===== src/verilog/input_pkg.sv =====
/*
 * shared widths and counts for the player-input pipeline
 * board word layout: directions, fire buttons, start, coin, pause
 * button offsets assume two fire buttons
 */
package input_pkg;

    // raw board joystick word with active-high bits
    localparam int BOARD_JOY_W = 16;

    // joystick word as seen by the game core
    localparam int GAME_JOY_W  = 10;

    // up/down/left/right in the low bits of both words
    localparam int DIR_W       = 4;

    localparam int PLAYERS     = 4;

    // graphics layers with a debug enable
    localparam int GFX_W       = 4;

    // base positions with two fire buttons
    // each shifts up by BUTTONS-2
    localparam int START_OFS   = 6;
    localparam int COIN_OFS    = 7;
    localparam int PAUSE_OFS   = 8;

endpackage


===== src/verilog/board_ctrl.sv =====
/*
 * frame control from edges of keys and buttons
 * game pause toggle with OSD override, soft reset pulse
 * per-layer graphics enable toggles
 */
module board_ctrl #(
    parameter int BUTTONS = 2
) (
    input  logic                              clk_sys,
    input  logic                              rst,
    input  logic                              downloading,
    input  logic                              osd_pause,
    input  logic                              key_pause,
    input  logic                              key_reset,
    input  logic [input_pkg::GFX_W-1:0]       key_gfx,
    input  logic [input_pkg::BOARD_JOY_W-1:0] joy_word1,
    input  logic [input_pkg::BOARD_JOY_W-1:0] joy_word2,
    output logic                              game_pause,
    output logic                              soft_rst,
    output logic [input_pkg::GFX_W-1:0]       gfx_en
);

    localparam int PAUSE_BIT = input_pkg::PAUSE_OFS + BUTTONS - 2;

    logic                        joy_pause;
    logic                        last_key_pause;
    logic                        last_joy_pause;
    logic                        last_osd_pause;
    logic                        last_key_reset;
    logic [input_pkg::GFX_W-1:0] last_key_gfx;
    logic                        pause_toggle;
    logic                        osd_change;

    // either of the first two players can pause
    assign joy_pause = joy_word1[PAUSE_BIT] | joy_word2[PAUSE_BIT];

    // simultaneous edges still give a single toggle
    assign pause_toggle = (key_pause && !last_key_pause) ||
                          (joy_pause && !last_joy_pause);
    assign osd_change   = osd_pause ^ last_osd_pause;

    always_ff @(posedge clk_sys) begin
        if (rst) begin
            last_key_pause <= 1'b0;
            last_joy_pause <= 1'b0;
            last_osd_pause <= 1'b0;
            last_key_reset <= 1'b0;
            last_key_gfx   <= '0;
            game_pause     <= 1'b0;
            soft_rst       <= 1'b0;
            gfx_en         <= '1;
        end else begin
            last_key_pause <= key_pause;
            last_joy_pause <= joy_pause;
            last_osd_pause <= osd_pause;
            last_key_reset <= key_reset;
            last_key_gfx   <= key_gfx;

            soft_rst <= key_reset && !last_key_reset;

            for (int i = 0; i < input_pkg::GFX_W; i++) begin
                if (key_gfx[i] && !last_key_gfx[i]) begin
                    gfx_en[i] <= ~gfx_en[i];
                end
            end

            // loading a ROM never runs paused
            if (downloading) begin
                game_pause <= 1'b0;
            end else if (osd_change) begin
                game_pause <= osd_pause;
            end else if (pause_toggle) begin
                game_pause <= ~game_pause;
            end
        end
    end

endmodule


===== src/verilog/input_board.sv =====
/*
 * player-input section of the board frame
 * four 4-way filter stages feeding the output map stage
 * control block for pause, soft reset and layer enables
 */
module input_board #(
    parameter int BUTTONS    = 2,
    parameter bit ACTIVE_LOW = 1'b1
) (
    input  logic                              clk_sys,
    input  logic                              rst,
    input  logic [input_pkg::BOARD_JOY_W-1:0] board_joy1,
    input  logic [input_pkg::BOARD_JOY_W-1:0] board_joy2,
    input  logic [input_pkg::BOARD_JOY_W-1:0] board_joy3,
    input  logic [input_pkg::BOARD_JOY_W-1:0] board_joy4,
    input  logic                              en4way,
    input  logic                              rot_control,
    input  logic                              dip_flip,
    input  logic                              downloading,
    input  logic                              osd_pause,
    input  logic                              key_pause,
    input  logic                              key_reset,
    input  logic                              key_service,
    input  logic [input_pkg::GFX_W-1:0]       key_gfx,
    output logic [input_pkg::GAME_JOY_W-1:0]  game_joy1,
    output logic [input_pkg::GAME_JOY_W-1:0]  game_joy2,
    output logic [input_pkg::GAME_JOY_W-1:0]  game_joy3,
    output logic [input_pkg::GAME_JOY_W-1:0]  game_joy4,
    output logic [input_pkg::PLAYERS-1:0]     game_coin,
    output logic [input_pkg::PLAYERS-1:0]     game_start,
    output logic                              game_service,
    output logic                              game_pause,
    output logic                              soft_rst,
    output logic [input_pkg::GFX_W-1:0]       gfx_en
);

    logic [input_pkg::BOARD_JOY_W-1:0] joy_word1;
    logic [input_pkg::BOARD_JOY_W-1:0] joy_word2;
    logic [input_pkg::BOARD_JOY_W-1:0] joy_word3;
    logic [input_pkg::BOARD_JOY_W-1:0] joy_word4;

    // stage 1 has one filter per player
    joy_4way_filter u_filt1 (
        .clk_sys   (clk_sys),
        .rst       (rst),
        .en4way    (en4way),
        .board_joy (board_joy1),
        .joy_word  (joy_word1)
    );

    joy_4way_filter u_filt2 (
        .clk_sys   (clk_sys),
        .rst       (rst),
        .en4way    (en4way),
        .board_joy (board_joy2),
        .joy_word  (joy_word2)
    );

    joy_4way_filter u_filt3 (
        .clk_sys   (clk_sys),
        .rst       (rst),
        .en4way    (en4way),
        .board_joy (board_joy3),
        .joy_word  (joy_word3)
    );

    joy_4way_filter u_filt4 (
        .clk_sys   (clk_sys),
        .rst       (rst),
        .en4way    (en4way),
        .board_joy (board_joy4),
        .joy_word  (joy_word4)
    );

    // stage 2 drives the game-facing outputs
    joy_map_stage #(
        .BUTTONS    (BUTTONS),
        .ACTIVE_LOW (ACTIVE_LOW)
    ) u_map (
        .clk_sys      (clk_sys),
        .rst          (rst),
        .rot_control  (rot_control),
        .dip_flip     (dip_flip),
        .key_service  (key_service),
        .joy_word1    (joy_word1),
        .joy_word2    (joy_word2),
        .joy_word3    (joy_word3),
        .joy_word4    (joy_word4),
        .game_joy1    (game_joy1),
        .game_joy2    (game_joy2),
        .game_joy3    (game_joy3),
        .game_joy4    (game_joy4),
        .game_coin    (game_coin),
        .game_start   (game_start),
        .game_service (game_service)
    );

    board_ctrl #(
        .BUTTONS (BUTTONS)
    ) u_ctrl (
        .clk_sys     (clk_sys),
        .rst         (rst),
        .downloading (downloading),
        .osd_pause   (osd_pause),
        .key_pause   (key_pause),
        .key_reset   (key_reset),
        .key_gfx     (key_gfx),
        .joy_word1   (joy_word1),
        .joy_word2   (joy_word2),
        .game_pause  (game_pause),
        .soft_rst    (soft_rst),
        .gfx_en      (gfx_en)
    );

endmodule


===== src/verilog/joy_4way_filter.sv =====
/*
 * joystick sync register with optional 4-way restriction
 * diagonals hold the last single direction while 4-way is on
 * button bits are registered unchanged
 */
module joy_4way_filter (
    input  logic                              clk_sys,
    input  logic                              rst,
    input  logic                              en4way,
    input  logic [input_pkg::BOARD_JOY_W-1:0] board_joy,
    output logic [input_pkg::BOARD_JOY_W-1:0] joy_word
);

    localparam int DW = input_pkg::DIR_W;
    localparam int BW = input_pkg::BOARD_JOY_W;

    logic [DW-1:0] dir_in;
    logic [DW-1:0] dir_next;
    logic          dir_none;
    logic          dir_single;

    assign dir_in = board_joy[DW-1:0];

    // exactly one bit set when clearing the lowest set bit leaves zero
    assign dir_none   = (dir_in == '0);
    assign dir_single = !dir_none && ((dir_in & (dir_in - DW'(1))) == '0);

    always_comb begin
        if (!en4way) begin
            dir_next = dir_in;
        end else if (dir_single) begin
            dir_next = dir_in;
        end else if (dir_none) begin
            dir_next = '0;
        end else begin
            // diagonal keeps what was last sent
            dir_next = joy_word[DW-1:0];
        end
    end

    always_ff @(posedge clk_sys) begin
        if (rst) begin
            joy_word <= '0;
        end else begin
            joy_word <= {board_joy[BW-1:DW], dir_next};
        end
    end

endmodule


===== src/verilog/joy_map_stage.sv =====
/*
 * output register stage for the game inputs
 * rotation and flip of the direction bits
 * coin/start collection across players, service key
 * optional active-low inversion of everything
 */
module joy_map_stage #(
    parameter int BUTTONS    = 2,
    parameter bit ACTIVE_LOW = 1'b1
) (
    input  logic                              clk_sys,
    input  logic                              rst,
    input  logic                              rot_control,
    input  logic                              dip_flip,
    input  logic                              key_service,
    input  logic [input_pkg::BOARD_JOY_W-1:0] joy_word1,
    input  logic [input_pkg::BOARD_JOY_W-1:0] joy_word2,
    input  logic [input_pkg::BOARD_JOY_W-1:0] joy_word3,
    input  logic [input_pkg::BOARD_JOY_W-1:0] joy_word4,
    output logic [input_pkg::GAME_JOY_W-1:0]  game_joy1,
    output logic [input_pkg::GAME_JOY_W-1:0]  game_joy2,
    output logic [input_pkg::GAME_JOY_W-1:0]  game_joy3,
    output logic [input_pkg::GAME_JOY_W-1:0]  game_joy4,
    output logic [input_pkg::PLAYERS-1:0]     game_coin,
    output logic [input_pkg::PLAYERS-1:0]     game_start,
    output logic                              game_service
);

    localparam int GW        = input_pkg::GAME_JOY_W;
    localparam int NP        = input_pkg::PLAYERS;
    localparam int START_BIT = input_pkg::START_OFS + BUTTONS - 2;
    localparam int COIN_BIT  = input_pkg::COIN_OFS + BUTTONS - 2;

    logic [input_pkg::BOARD_JOY_W-1:0] words [NP];
    logic [NP-1:0]                     coin_raw;
    logic [NP-1:0]                     start_raw;

    // direction remap for vertical games on a horizontal screen
    function automatic logic [GW-1:0] rotate_joy(
        input logic [GW-1:0] joy,
        input logic          rot,
        input logic          flip
    );
        logic [GW-1:0] res;
        if (!rot) begin
            res = joy;
        end else if (!flip) begin
            res = {joy[GW-1:4], joy[1], joy[0], joy[2], joy[3]};
        end else begin
            res = {joy[GW-1:4], joy[0], joy[1], joy[3], joy[2]};
        end
        return res;
    endfunction

    assign words[0] = joy_word1;
    assign words[1] = joy_word2;
    assign words[2] = joy_word3;
    assign words[3] = joy_word4;

    // player 1 lands in bit 0
    always_comb begin
        for (int p = 0; p < NP; p++) begin
            coin_raw[p]  = words[p][COIN_BIT];
            start_raw[p] = words[p][START_BIT];
        end
    end

    always_ff @(posedge clk_sys) begin
        if (rst) begin
            game_joy1    <= {GW{ACTIVE_LOW}};
            game_joy2    <= {GW{ACTIVE_LOW}};
            game_joy3    <= {GW{ACTIVE_LOW}};
            game_joy4    <= {GW{ACTIVE_LOW}};
            game_coin    <= {NP{ACTIVE_LOW}};
            game_start   <= {NP{ACTIVE_LOW}};
            game_service <= ACTIVE_LOW;
        end else begin
            game_joy1    <= {GW{ACTIVE_LOW}} ^
                            rotate_joy(joy_word1[GW-1:0], rot_control, dip_flip);
            game_joy2    <= {GW{ACTIVE_LOW}} ^
                            rotate_joy(joy_word2[GW-1:0], rot_control, dip_flip);
            game_joy3    <= {GW{ACTIVE_LOW}} ^
                            rotate_joy(joy_word3[GW-1:0], rot_control, dip_flip);
            game_joy4    <= {GW{ACTIVE_LOW}} ^
                            rotate_joy(joy_word4[GW-1:0], rot_control, dip_flip);
            game_coin    <= {NP{ACTIVE_LOW}} ^ coin_raw;
            game_start   <= {NP{ACTIVE_LOW}} ^ start_raw;
            game_service <= ACTIVE_LOW ^ key_service;
        end
    end

endmodule

===== config.mk =====
export PLATFORM = sky130hd
export DESIGN_NAME = input_board
export DESIGN_NICKNAME = d
export VERILOG_FILES = /design/src/verilog/input_pkg.sv /design/src/verilog/board_ctrl.sv /design/src/verilog/input_board.sv /design/src/verilog/joy_4way_filter.sv /design/src/verilog/joy_map_stage.sv
export SDC_FILE = /design/constraint.sdc
export NUM_CORES = 1
export LEC_CHECK = 0
export BUFFER_PORTS_ARGS = -buffer_cell sky130_fd_sc_hd__clkbuf_2
export CORE_MARGIN = 1
export CORE_UTILIZATION = 31
export CTS_CLUSTER_DIAMETER = 200
export DETAILED_ROUTE_END_ITERATION = 12
export PLACE_DENSITY_LB_ADDON = 0.12
export SLEW_MARGIN = 0
export SYNTH_ARGS = -nofsm -noshare
export SYNTH_HDL_FRONTEND = slang
export SYNTH_SLANG_ARGS = --single-unit

===== constraint.sdc =====
create_clock -name clk_sys -period 1.74 [get_ports clk_sys]
set_clock_uncertainty 0.15 [all_clocks]
set_input_delay 0.087 -clock clk_sys [delete_from_list [all_inputs] [get_ports clk_sys]]
set_output_delay 0.087 -clock clk_sys [all_outputs]
set_load 0.03 [all_outputs]

==> Word level (Yosys, flattened, before mapping) <==
Cells that the tools add are included.
{ "word_totals": {"wordCells": 111, "register_bits": 103, "output_inout_bits": 55, "in_bits": 78} }
{ "op_classes": {"bitwise": 18, "eq_ne": 4, "addsub": 4, "n_reduce_logical": 33, "muxes": 26} }
{ "ops": {"columns": ["op", "n"], "rows": [
  ["4-bit two-way mux", 20],
  ["10-bit two-way mux", 4],
  ["10-bit inverter", 4],
  ["4-bit zero test", 8],
  ["4-bit bitwise AND", 4],
  ["4-bit by 1-bit subtractor with 4-bit output, second input constant", 4],
  ["3-bit by 1-bit != test with 1-bit output, second input constant", 4],
  ["1-bit logical AND", 11],
  ["1-bit zero test", 11],
  ["4-bit inverter", 2],
  ["1-bit inverter", 6],
  ["1-bit two-way mux", 2],
  ["2-bit nonzero test", 1],
  ["2-bit OR reduction", 1],
  ["1-bit logical OR", 1],
  ["1-bit OR", 1],
  ["1-bit bitwise XOR", 1]
]} }

==> Logic depth before layout (Yosys ltp) <==
{ "logic_depth": {"ltp_word": 6, "mapped_depth": 5, "depth_no_buf": 4} }

==> Modules after synthesis <==
A second synthesis with hierarchy kept.
{ "hier_totals": {"hier_cells": 356, "area_unflattened_um2": 4043.9} }
{ "modules_own_cells": {"columns": ["module", "cells_per_inst", "seq_area_each_um2", "instances", "area_each_um2"], "rows": [
  ["joy_4way_filter", 45, 320.3, 4, 523.0],
  ["joy_map_stage", 131, 820.8, 1, 1457.6],
  ["board_ctrl", 45, 280.3, 1, 494.2]
]} }

==> Worst setup path after synthesis <==
OpenSTA, ideal clock, no wires.
{ "synth_timing": {"path_type": "register to register", "start": "reg u_filt2.joy_word[8] (netlist bit)", "end": "reg u_ctrl.game_pause", "path_buffers": 0, "period_less_slack_ns": 1.301, "path_stages_with_launch": 5, "arrival_ns": 1.021, "path_slack_ns": 0.439, "setup_time_ns": 0.130, "t_required_ns": 1.460, "path_cell_list": "dfxtp_1 -> o21ba_2 -> or3_1 -> a31oi_1 -> nor3_1"} }
{ "synth_via": {"elab_chain_len": 4} }
{ "synth_lines": {"columns": ["element", "line", "source"], "rows": [
  ["start, declared", "joy_4way_filter.sv:11", "output logic [input_pkg::BOARD_JOY_W-1:0] joy_word"],
  ["start signal, assigned", "joy_4way_filter.sv:45", "joy_word <= {board_joy[BW-1:DW], dir_next};"],
  ["1-bit OR", "board_ctrl.sv:35", "assign joy_pause = joy_word1[PAUSE_BIT] | joy_word2[PAUSE_BIT];"],
  ["1-bit logical AND", "board_ctrl.sv:39", "(joy_pause && !last_joy_pause);"],
  ["1-bit logical OR", "board_ctrl.sv:38", "assign pause_toggle = (key_pause && !last_key_pause) ||"],
  ["2-bit nonzero test (no source line)", null, null],
  ["end signal, assigned", "board_ctrl.sv:71", "game_pause <= osd_pause;"],
  ["end signal, assigned", "board_ctrl.sv:73", "game_pause <= ~game_pause;"],
  ["end, declared", "board_ctrl.sv:18", "output logic game_pause,"]
]} }
Every way passes these cells.
A chain may end at the register's enable or synchronous reset.

==> Worst setup path in the final report <==
{ "layout_timing": {"start": "in rst", "end": "reg u_filt2.joy_word[2] (netlist bit)"} }
{ "layout_lines": {"columns": ["element", "line", "source"], "rows": [
  ["start, declared", "input_board.sv:11", "input logic rst,"]
]} }
No word-level cell between the ends.

==> key figures <==
Synth
  • Post-synthesis sequential area ratio: 0.579
  • Ys flop type: dfxtp_1
  • Simple-Gate Fraction of Synth Area: 0.161
  • Ys Warns: 0
  • Synthesized Nets: 390
  • EDFF count, synth: 0
  • Main combinational cell family by area after synthesis: simple AND/OR/NAND/NOR gates
  • Post-synthesis xor/xnor area fraction: 0.0213
  • Cells after Synth: 312
  • Top cells by count, synth: 95 x dfxtp_1, 47 x nand2_1, 38 x nor2b_1, 16 x mux2i_1, 16 x o211ai_1
  • Area share of fa/ha/maj cells after synthesis: 0.0137
  • Synth top area share: 0.579
  • Compound-gate portion of the synthesized area: 0.133
  • Distinct cells, synth: 27
  • Synthesis-stage register bit count: 95
  • Largest cells by area after synthesis: dfxtp_1 58%, nor2b_1 7.2%, nand2_1 5.4%, mux2i_1 4.9%, a32o_1 3.7%
  • Top-count cell post-synth: dfxtp_1
  • Post-synthesis mux area share: 0.0487
  • Post-synth ARST share: 0
  • Mapped cell area: roughly 3300 sq um
  • Syn avg cell area: between 10 and 15 sq um
  • Cell taking the most area after synthesis: dfxtp_1

STA
  • Final setup violation count: 0
  • Worst Hold Slack: roughly 0.023 ns
  • Worst Slack Setup Final: 0.0978 ns
  • Final worst-path cycle share: 0.944
  • Max transition margin: 0.616
  • Fin. Hold Viols: 0
  • Count of final max-slew check failures: 0
  • FMAX: roughly 600 MHz
  • Setup Total Neg Slack: 0 ns
  • Fin crit period: 1.64 ns
  • Pin slew with the least headroom to its limit: around 0.58 ns
  • RSZ-0062 raised after global routing: false

Critical path
  • Levels on crit path: 5
  • CP dominant cell by count: dlygate4sd3_1
  • Crit path cell chain: dlygate4sd3_1 -> clkbuf_2 -> buf_4 -> a21oi_1 -> dlygate4sd3_1
  • CP Capture Type: flip-flop
  • Buf+Inv Stages, Crit Path: 4
  • Crit-path max FO: 36
  • CP max stage delay: 0.56 ns
  • CP max stage cell: dlygate4sd3_1
  • Reg2reg path depth: 3
  • Worst EP arrival: 1.75 ns
  • Cell family with most CP delay: buffers and inverters
  • Crit start category: input port
  • WS Path Type: input port to flip-flop
  • CP required: 1.85 ns

Routing
  • Number of vias per cell: about 4.5
  • DR WL/cell: ~12 um
  • Post-Route WL: around 7.2 mm
  • Vias: between 2,000 and 3,000
  • DR pass1 iterations: 4
  • First-iteration detailed-routing DRC count: 57
  • Post-DRT Antenna Nets: 0
  • DRC: 0

Final layout
  • ANT cells: 0
  • Synth-to-Final Area Change: 39.6%
  • NumNets Final: between 500 and 600
  • Layout cells sized above 1: 0.305

Floorplanning
  • Core Region: just over 10,000 sq um
  • Effective utilization at floorplan: 0.318
  • Die area: around 11,000 sq um
  • I/O Pins: between 100 and 150
  • Die Span X: 105 um
  • Chip height: about 100 um
  • Rows: 37

Power and ir drop
  • Total power density per cell area: 953 nW/um^2
  • Design Power: roughly 4.4 mW
  • Leak: 1.98 nW
  • Worst VDD drop: between 0.4 and 0.5 mV

Clocking
  • Setup bufs post-CTS: 0
  • Clk sinks: 95
  • Clk_lat worst skew: about 0.36 ns
  • Root buf cell: clkbuf_8
  • H-tree depth: 3
  • TritonCTS clock tree: built
  • Num CTS Buffers: 9
  • Clock transition at the registers of the reported paths: 0.09 ns
  • Max Buffers Root-to-Sink: 2

GRT
  • Gr ovfl total: 0
  • Pin count of the biggest net entering global routing: 37
  • Initial antenna violation count: 0
  • First-pass GRT wire length: 11.9 mm
  • Gr usage total: 0.137
  • Vias in the first global route: 2,595

Worst hold path
  • Hold path depth: 3
  • Worst hold path class: input port to flip-flop

Place
  • Number of I/O port buffers: 108
  • Dpl hpwl: 4.61 mm
  • Routability cong.: around 0.75
  • Dpl ws: 0.369 ns

Run status
  • Status: finished, final reports clean

Job
  • Max capacitance violation total: 0
## where the power goes
| part | internal, mW | switching [mW] | total [mW] |
|---|---|---|---|
| Sequential | 2.30 | 0.0577 | 2.36 |
| Combinational | 0.290 | 0.370 | 0.660 |
| Clock | 0.543 | 0.812 | 1.36 |
| Total | 3.13 | 1.24 | 4.37 |
## cell type report
cell class                      count  area (sq um)
Inverter                            2          7.51
Timing Repair Buffer              162          1080
Clock inverter                      6          52.6
Sequential cell                    95          1900
Fill cell                        1038          5740
Multi-Input combinational cell    191          1250
Clock buffer                       10           128
Tap cell                          136           170
## through the flow
step | utilization | cell area [sq um] | instances
final | 0.444 | 4590 | 602
after global routing | 0.444 | 4590 | 602
after CTS | 0.444 | 4580 | 603
after detailed placement | 0.376 | 3880 | 535
after global placement | 0.376 | 3880 | 535
after floorplan | - | 3290 | 312
## final timing paths
| check | start | slack [ns] | end |
|---|---|---|---|
| worst max-delay path | rst | 0.1 | u_filt2.joy_word[2]$_SDFFE_PP0P_ |
| worst max register to register | u_filt2.joy_word[2]$_SDFFE_PP0P_ | 0.24 | u_filt2.joy_word[2]$_SDFFE_PP0P_ |
| worst min-delay path | en4way | 0.02 | u_filt1.joy_word[2]$_SDFFE_PP0P_ |
| worst min register to register | u_filt3.joy_word[6]$_SDFF_PP0_ | 0.21 | u_map.game_start[2]$_SDFF_PP1_ |
## layer usage
layer | track usage | vias to the layer above | wire length, um | part of all wire
met5 | 0 | - | 0 | 0
met4 | 0.0614 | 0 | 143 | 0.020
met3 | 0.0374 | 14 | 313 | 0.043
met2 | 0.234 | 59 | 3490 | 0.48
met1 | 0.161 | 1243 | 3300 | 0.46
li1 | - | 1367 | - | -
## worst reg2reg max path, cell delays in order, from the launching register on
cell and delay (ns):
dfxtp_1 0.36, o31ai_1 0.24, a21oi_1 0.09, dlygate4sd3_1 0.56
## sequential cells by signal (all words and copies together), names as in the netlist, 8 cells and up
name / flops
u_filt4.joy_word: 10
u_map.game_joy2: 8
u_map.game_joy1: 8
u_filt1.joy_word: 10
u_map.game_joy3: 8
u_map.game_joy4: 10
u_filt3.joy_word: 10
u_filt2.joy_word: 10
## what timing repair did
item	CTS	global route
resized for setup	0	2
setup endpoints to repair	0	1
hold buffers	52	0
endpoints found under the hold margin	58	0
## cell usage in the layout (no fill, tap or decap), types with 9 or more instances in the layout
| master | Yosys | final |
|---|---|---|
| dlygate4sd3_1 | 0 | 51 |
| nand2_1 | 47 | 47 |
| dfxtp_1 | 95 | 95 |
| nor2b_1 | 38 | 38 |
| clkbuf_8 | 0 | 9 |
| o21ai_0 | 9 | 9 |
| o211ai_1 | 16 | 16 |
| clkbuf_2 | 0 | 107 |
| a32o_1 | 12 | 12 |
| mux2i_1 | 16 | 16 |
## kinds of logic after synthesis
group	count (synthesis)
DFF	95
and+or+nand+nor	104
xor gates and xnor gates	8
adders and majority gates	4
buffers and inverters	26
muxes	16
AOI/OAI and AO/OA	59
Power figures use the tool's default switching activity.
